<file path="src/approx_div_consts.svh">
`ifndef APPROX_DIV_CONSTS_SVH
`define APPROX_DIV_CONSTS_SVH

// ############################################################
// Operand widths
// ############################################################

// Dividend is twice the divisor width
`define DIV_N_W 16

// Divisor, quotient and remainder share one width
`define DIV_D_W 8

// ############################################################
// Approximation depth
// ############################################################

// Number of low quotient rows built from approximate cells,
// valid range is 0 (fully exact) up to DIV_D_W
`define DIV_APPROX_ROWS 6

`endif

</file>
<file path="src/approx_div_pkg.sv">
`include "approx_div_consts.svh"

package approx_div_pkg;

  // ############################################################
  // Operand and result words
  // ############################################################

  // Unsigned dividend
  typedef logic [`DIV_N_W-1:0] dividend_t;

  // Unsigned divisor
  typedef logic [`DIV_D_W-1:0] divisor_t;

  // Quotient of the array, all ones on a zero divisor
  typedef logic [`DIV_D_W-1:0] quotient_t;

  // Remainder taken from the lowest row
  typedef logic [`DIV_D_W-1:0] remainder_t;

endpackage

</file>
<file path="src/approx_div_array.sv">
`timescale 1ns/100ps
`include "approx_div_consts.svh"

module approx_div_array #(
  parameter int APPROX_ROWS = `DIV_APPROX_ROWS
) (
  input  approx_div_pkg::dividend_t  dividend,
  input  approx_div_pkg::divisor_t   divisor,
  output approx_div_pkg::quotient_t  quotient,
  output approx_div_pkg::remainder_t remainder
);

  localparam int N_W = `DIV_N_W;
  localparam int D_W = `DIV_D_W;

  // Per row: minuend bits, borrow chain, restored partial remainder
  wire [D_W-1:0] row_min  [D_W];
  wire [D_W-1:0] row_bin  [D_W];
  wire [D_W-1:0] row_bout [D_W];
  wire [D_W-1:0] row_rem  [D_W];

  // Bit shifted out of the row above, and the quotient bit of each row
  wire [D_W-1:0] row_spill;
  wire [D_W-1:0] q_bit;

  genvar row;
  genvar col;

  // ############################################################
  // Cell grid, row D_W-1 gives the quotient MSB
  // ############################################################

  generate
    for (row = 0; row < D_W; row++) begin : g_row

      if (row == D_W - 1) begin : g_top
        // Top row sees dividend bits 14 down to 7, bit 15 is its spill
        assign row_min[row]   = dividend[N_W-2 -: D_W];
        assign row_spill[row] = dividend[N_W-1];
      end else begin : g_lower
        // Shift the row above left and bring in the next dividend bit
        assign row_min[row]   = {row_rem[row+1][D_W-2:0], dividend[row]};
        assign row_spill[row] = row_rem[row+1][D_W-1];
      end

      // Subtraction fits if a bit spilled out or no borrow is left over
      assign q_bit[row] = row_spill[row] | ~row_bout[row][D_W-1];

      for (col = 0; col < D_W; col++) begin : g_cell

        if (col == 0) begin : g_lsb
          assign row_bin[row][col] = 1'b0;
        end else begin : g_chain
          assign row_bin[row][col] = row_bout[row][col-1];
        end

        if (row < APPROX_ROWS) begin : g_approx
          // Borrow-out is just the minuend bit, difference is tied to zero
          assign row_bout[row][col] = row_min[row][col];
          assign row_rem[row][col]  = q_bit[row] ? 1'b0 : row_min[row][col];
        end else begin : g_exact
          wire diff;

          // Full subtractor followed by the restore mux
          assign diff = row_min[row][col] ^ divisor[col] ^ row_bin[row][col];
          assign row_bout[row][col] =
            (~row_min[row][col] & divisor[col]) |
            (~(row_min[row][col] ^ divisor[col]) & row_bin[row][col]);
          assign row_rem[row][col] = q_bit[row] ? diff : row_min[row][col];
        end

      end
    end
  endgenerate

  // ############################################################
  // Results
  // ############################################################

  assign quotient  = q_bit;
  assign remainder = row_rem[0];

endmodule

</file>
<file path="src/approx_div_unit.sv">
`timescale 1ns/100ps

module approx_div_unit (
  input  logic                       clk,
  input  logic                       rst,
  input  logic                       start,
  input  approx_div_pkg::dividend_t  dividend,
  input  approx_div_pkg::divisor_t   divisor,
  output logic                       done,
  output approx_div_pkg::quotient_t  quotient,
  output approx_div_pkg::remainder_t remainder,
  output logic                       div_by_zero,
  output logic                       overflow
);

  logic                       cap_valid;
  approx_div_pkg::dividend_t  cap_dividend;
  approx_div_pkg::divisor_t   cap_divisor;
  logic                       cap_div_by_zero;
  logic                       cap_overflow;
  approx_div_pkg::quotient_t  arr_quotient;
  approx_div_pkg::remainder_t arr_remainder;

  // ############################################################
  // Capture, array, result register
  // ############################################################

  div_operand_capture u_capture (
    .clk             (clk),
    .rst             (rst),
    .start           (start),
    .dividend        (dividend),
    .divisor         (divisor),
    .cap_valid       (cap_valid),
    .cap_dividend    (cap_dividend),
    .cap_divisor     (cap_divisor),
    .cap_div_by_zero (cap_div_by_zero),
    .cap_overflow    (cap_overflow)
  );

  approx_div_array u_array (
    .dividend  (cap_dividend),
    .divisor   (cap_divisor),
    .quotient  (arr_quotient),
    .remainder (arr_remainder)
  );

  div_result_stage u_result (
    .clk             (clk),
    .rst             (rst),
    .cap_valid       (cap_valid),
    .cap_dividend    (cap_dividend),
    .arr_quotient    (arr_quotient),
    .arr_remainder   (arr_remainder),
    .cap_div_by_zero (cap_div_by_zero),
    .cap_overflow    (cap_overflow),
    .done            (done),
    .quotient        (quotient),
    .remainder       (remainder),
    .div_by_zero     (div_by_zero),
    .overflow        (overflow)
  );

endmodule

</file>
<file path="src/div_operand_capture.sv">
`timescale 1ns/100ps

module div_operand_capture (
  input  logic                      clk,
  input  logic                      rst,
  input  logic                      start,
  input  approx_div_pkg::dividend_t dividend,
  input  approx_div_pkg::divisor_t  divisor,
  output logic                      cap_valid,
  output approx_div_pkg::dividend_t cap_dividend,
  output approx_div_pkg::divisor_t  cap_divisor,
  output logic                      cap_div_by_zero,
  output logic                      cap_overflow
);

  logic zero_divisor;
  logic quot_too_wide;

  // Flag conditions are decided here only, the result stage just carries them
  assign zero_divisor = (divisor == '0);

  // Upper dividend byte at or above the divisor means more than 8 quotient bits
  assign quot_too_wide = !zero_divisor &&
                         (dividend[$bits(dividend)-1 -: $bits(divisor)] >= divisor);

  // ############################################################
  // Control state
  // ############################################################

  always_ff @(posedge clk) begin
    if (rst) begin
      cap_valid       <= 1'b0;
      cap_div_by_zero <= 1'b0;
      cap_overflow    <= 1'b0;
    end else begin
      cap_valid <= start;
      if (start) begin
        cap_div_by_zero <= zero_divisor;
        cap_overflow    <= quot_too_wide;
      end
    end
  end

  // ############################################################
  // Operand registers
  // ############################################################

  always_ff @(posedge clk) begin
    if (start) begin
      cap_dividend <= dividend;
      cap_divisor  <= divisor;
    end
  end

  // A zero divisor never counts as an overflow, so both flags cannot be set
  // for the same operation
  a_flags_exclusive : assert property (
    @(posedge clk) disable iff (rst)
    !(cap_div_by_zero && cap_overflow)
  );

endmodule

</file>
<file path="src/div_result_stage.sv">
`timescale 1ns/100ps
`include "approx_div_consts.svh"

module div_result_stage (
  input  logic                       clk,
  input  logic                       rst,
  input  logic                       cap_valid,
  input  approx_div_pkg::dividend_t  cap_dividend,
  input  approx_div_pkg::quotient_t  arr_quotient,
  input  approx_div_pkg::remainder_t arr_remainder,
  input  logic                       cap_div_by_zero,
  input  logic                       cap_overflow,
  output logic                       done,
  output approx_div_pkg::quotient_t  quotient,
  output approx_div_pkg::remainder_t remainder,
  output logic                       div_by_zero,
  output logic                       overflow
);

  localparam int D_W = `DIV_D_W;

  // ############################################################
  // Output register
  // ############################################################

  always_ff @(posedge clk) begin
    if (rst) begin
      done        <= 1'b0;
      quotient    <= '0;
      remainder   <= '0;
      div_by_zero <= 1'b0;
      overflow    <= 1'b0;
    end else begin
      done <= cap_valid;
      if (cap_valid) begin
        div_by_zero <= cap_div_by_zero;
        overflow    <= cap_overflow;
        if (cap_div_by_zero) begin
          // The array output is meaningless here, so return a fixed pattern
          quotient  <= '1;
          remainder <= cap_dividend[D_W-1:0];
        end else begin
          quotient  <= arr_quotient;
          remainder <= arr_remainder;
        end
      end
    end
  end

  // Back-to-back done pulses only come from back-to-back captures
  a_done_pair_from_capture : assert property (
    @(posedge clk) disable iff (rst)
    (done && $past(done)) |-> ($past(cap_valid, 1) && $past(cap_valid, 2))
  );

endmodule

</file>
<file path="config.mk">
export PLATFORM = sky130hd
export DESIGN_NAME = approx_div_unit
export DESIGN_NICKNAME = d
export VERILOG_FILES = /design/src/approx_div_pkg.sv /design/src/approx_div_array.sv /design/src/approx_div_unit.sv /design/src/div_operand_capture.sv /design/src/div_result_stage.sv
export VERILOG_INCLUDE_DIRS = /design/src
export SDC_FILE = /design/constraint.sdc
export NUM_CORES = 1
export LEC_CHECK = 0
export BUFFER_PORTS_ARGS = -buffer_cell sky130_fd_sc_hd__buf_2
export CORE_ASPECT_RATIO = 0.7
export CORE_MARGIN = 5
export CORE_UTILIZATION = 48
export DETAILED_ROUTE_END_ITERATION = 12
export MAX_ROUTING_LAYER = met4
export PLACE_DENSITY = 0.74
export SLEW_MARGIN = 10
export SYNTH_ARGS = -nofsm -noshare
export SYNTH_HDL_FRONTEND = slang
export SYNTH_SLANG_ARGS = --single-unit
</file>
<file path="constraint.sdc">
create_clock -name clk -period 6.4 [get_ports clk]
set_input_delay 0.64 -clock clk [delete_from_list [all_inputs] [get_ports clk]]
set_output_delay 0.64 -clock clk [all_outputs]
set_load 0.005 [all_outputs]
</file>
==> flow_summary.json <==
{
  "seq_area_frac_synth": 0.536,
  "clock_path_buffers": 2,
  "syn-cell-area_mm2": 0.00216,
  "fp-row-count": 20,
  "synth_edf_count": 24,
  "use_met3": 0.0341,
  "clk_latency_ns": 0.29,
  "syn2layout_area_growth_pct": 20.5,
  "synthDistinctLibCells": 32,
  "core_mm2": 0.00435,
  "grtUsageMet1": 0.203,
  "synthArstFlopShare": 0,
  "dominantRegCellSynth": "edfxtp_1",
  "sw_frac_of_total": 0.260,
  "overflow": 0,
  "period_minus_slack_ns": 6.20,
  "p_int_mw": 0.497,
  "crit_required_ns": 6.57,
  "io_buffers": 45,
  "setup-violations-final": 0,
  "ant_nets": 0,
  "timing.fmax_mhz": 161,
  "place.gp.congestion": 0.821,
  "p_per_area_mw_per_mm2": 258,
  "num_antenna_cells": 0,
  "avgSynthCellArea_um2": 12.3,
  "ys_warn_count": 0,
  "cpPeakStageDelay_ns": 0.53,
  "critPathArrivalTime_ns": 6.37,
  "p_clk_frac": 0.287,
  "cts_num_sinks": 46,
  "start_util": 0.497,
  "seqPwrFrac": 0.511,
  "dp_slack_ns": -0.131,
  "grt_pass1_wl_um": 6870,
  "power_frac_comb": 0.202,
  "grt_pass1_vias": 1403,
  "wl_per_cell_um": 13.8,
  "leakage_nw": 1.15,
  "cts_buffers": 5,
  "synth-seq-cells": 46,
  "die-area_mm2": 0.00597,
  "cts_tree": "built",
  "drive_gt1_frac": 0.345,
  "ioPinCount": 46,
  "critical_path.top_delay_family": "adder cells",
  "min-delay-start": "u_result.quotient[0]$_SDFFE_PP0P_",
  "postSynthCellCount": 176,
  "start_kind": "flip-flop",
  "crit_slowest_cell": "fa_2",
  "fin_crit_sh": 0.969,
  "synthMuxAreaShare": 0.0324,
  "end_kind": "flip-flop",
  "final_area_mm2": 0.00261,
  "grt_usage": 0.152,
  "die_h_um": 66.2,
  "r2r_start": "u_capture.cap_dividend[7]$_DFFE_PP_",
  "rsz0062_at_grt": "true",
  "p_total_mw": 0.672,
  "postCtsHoldBufs": 0,
  "maxSlewViolCount": 0,
  "via_count": 1369,
  "wl_um": 3880,
  "syn_nets": 227,
  "finalClockSkew_ns": 0.00479,
  "root_buffer": "clkbuf_8",
  "synth_top_family_by_area": "adder cells",
  "drt_iter0_markers": 76,
  "dieWidth_um": 90.3,
  "path_cells": "inv_1, ha_1, inv_1, fa_2, fa_2, fa_2, fa_2, fa_2, fa_2, inv_2, fa_2, nand2b_4, a21oi_4, fa_2, inv_1, fa_2, fa_2, fa_2, fa_2, fa_2, fa_2, nand2b_1, mux2i_1, a211oi_2",
  "grt-busiest-layer": "met2",
  "synth_compound_area_frac": 0.0879,
  "crit_type": "reg2reg",
  "worst_pin_slew_ns": 0.592,
  "synthXorXnorAreaFrac": 0,
  "place_area_mm2": 0.00246,
  "outcome": "complete, no violations",
  "crit_buf_inv": 4,
  "p_switching_mw": 0.175,
  "final-hold-violation-count": 0,
  "firstDrtPassIters": 4,
  "drc": 0,
  "slew_headroom": 0.605,
  "hpwlAfterDp_um": 3070,
  "synth_simple_gate_area_frac": 0.0954,
  "post_drt_via_cell_ratio": 4.87,
  "critPathLaunch": "u_capture.cap_dividend[7]$_DFFE_PP_",
  "cp_common_cell": "fa_2",
  "synthAdderAreaFrac": 0.187,
  "cap_violations": 0,
  "clkTransAtPathRegs_ns": 0.08,
  "fin_nets": 276,
  "setup_slack_ns": 0.201,
  "ir_drop_v": 0.000128,
  "h-tree-depth": 2,
  "grt_start_max_net_pins": 29,
  "final_util": 0.599,
  "antenna_found_initial": 0,
  "crit_fanout": 2,
  "grtUsageMet2": 0.233,
  "tns_ns": 0,
  "worstHoldPathType": "reg2reg"
}
sequential cells by signal (all words and copies together) (netlist names):
name,flops
u_capture.cap_divisor,8
u_capture.cap_div_by_zero,1
u_result.div_by_zero,1
u_capture.cap_valid,1
u_result.quotient,8
u_result.done,1
u_capture.cap_overflow,1
u_capture.cap_dividend,16
u_result.overflow,1
u_result.remainder,8
synthesized netlist by cell type (all sizes together), types with 2 or more instances:
library cell   n  area share
a211oi         4       0.016
a21oi          3      0.0069
nand2b         2      0.0058
edfxtp        24        0.33
o21ai          2      0.0046
fa            14        0.13
nor2          30       0.052
buf            5       0.014
mux2i          7       0.032
dfxtp         22        0.20
nor2b          3       0.012
a22oi          8       0.028
clkbuf         2      0.0035
nor4           3      0.0087
inv           25       0.043
ha            10       0.058
stage by stage:
stage                     hold slack (ns)  instances
after floorplan                     0.455        176
after global placement              0.443        272
after detailed placement            0.453        272
after CTS                           0.473        280
after global routing                0.498        281
final                               0.468        281
cells by family after synthesis:
kind of cell             Yosys count
flip-flops                        46
AND/OR/NAND/NOR                   43
buffers and inverters             32
AO/OA/AOI/OAI                     24
adder cells (fa/ha/maj)           24
multiplexers                       7
power groups by stage:
stage	logic (mW)	clock network, mW	registers [mW]
5_1_grt	0.155	0.211	0.346
4_1_cts	0.132	0.196	0.343
2_1_floorplan	0.0895	0	0.347
3_5_place_dp	0.128	0	0.350
6_report	0.136	0.193	0.343
3_3_place_gp	0.120	0	0.350
placed cells by master, fill, tap and decap left out, drive strengths merged, types with 2 or more instances in the layout:
| master | n |
|---|---|
| fa | 14 |
| inv | 26 |
| clkbuf | 7 |
| buf | 49 |
| nor2 | 30 |
| a21oi | 3 |
| ha | 10 |
| nor4 | 3 |
| mux2i | 7 |
| nand2b | 2 |
| edfxtp | 24 |
| a22oi | 8 |
| nor2b | 3 |
| o21ai | 2 |
| a211oi | 4 |
| dfxtp | 22 |
worst reg2reg max path: stages, from the launching register on:
cell and delay (ns):
edfxtp_1 0.39, inv_1 0.07, ha_1 0.14, inv_1 0.05
fa_2 0.34, fa_2 0.36, fa_2 0.35, fa_2 0.35
fa_2 0.34, fa_2 0.34, inv_2 0.07, fa_2 0.24
nand2b_4 0.08, a21oi_4 0.16, fa_2 0.20, inv_1 0.05
fa_2 0.34, fa_2 0.34, fa_2 0.35, fa_2 0.35
fa_2 0.34, fa_2 0.53, nand2b_1 0.06, mux2i_1 0.16
a211oi_2 0.08
layout make-up:
class / count / area (µm²)
well taps: 55 / 68.8
multi-input cells: 98 / 926
clock buffers: 7 / 97.6
flip-flops and latches: 46 / 1160
repair buffers: 49 / 255
inverters: 25 / 93.8
clock inverters: 1 / 6.26
fillers: 373 / 1750
layer usage:
metal	share of wire	routed length (µm)
met4	0.012	46
met2	0.48	1860
met1	0.46	1780
met5	0	0
met3	0.051	196
timing repair:
item	in CTS	in global routing
resized for setup	3	8
pin swaps	1	2
hold endpoints to repair	0	0
setup buffers	0	1
endpoints found under the setup margin	1	1
final timing paths:
kind / to / slack [ns] / depth (start not counted)
worst max-delay path: u_result.quotient[5]$_SDFFE_PP0P_ / 0.20 / 24
worst min-delay path: u_result.quotient[0]$_SDFFE_PP0P_ / 0.47 / 2
worst max register to register: u_result.quotient[5]$_SDFFE_PP0P_ / 0.20 / 24
worst min register to register: u_result.quotient[0]$_SDFFE_PP0P_ / 0.47 / 2
Note: power is estimated with default switching activity, not from simulation.
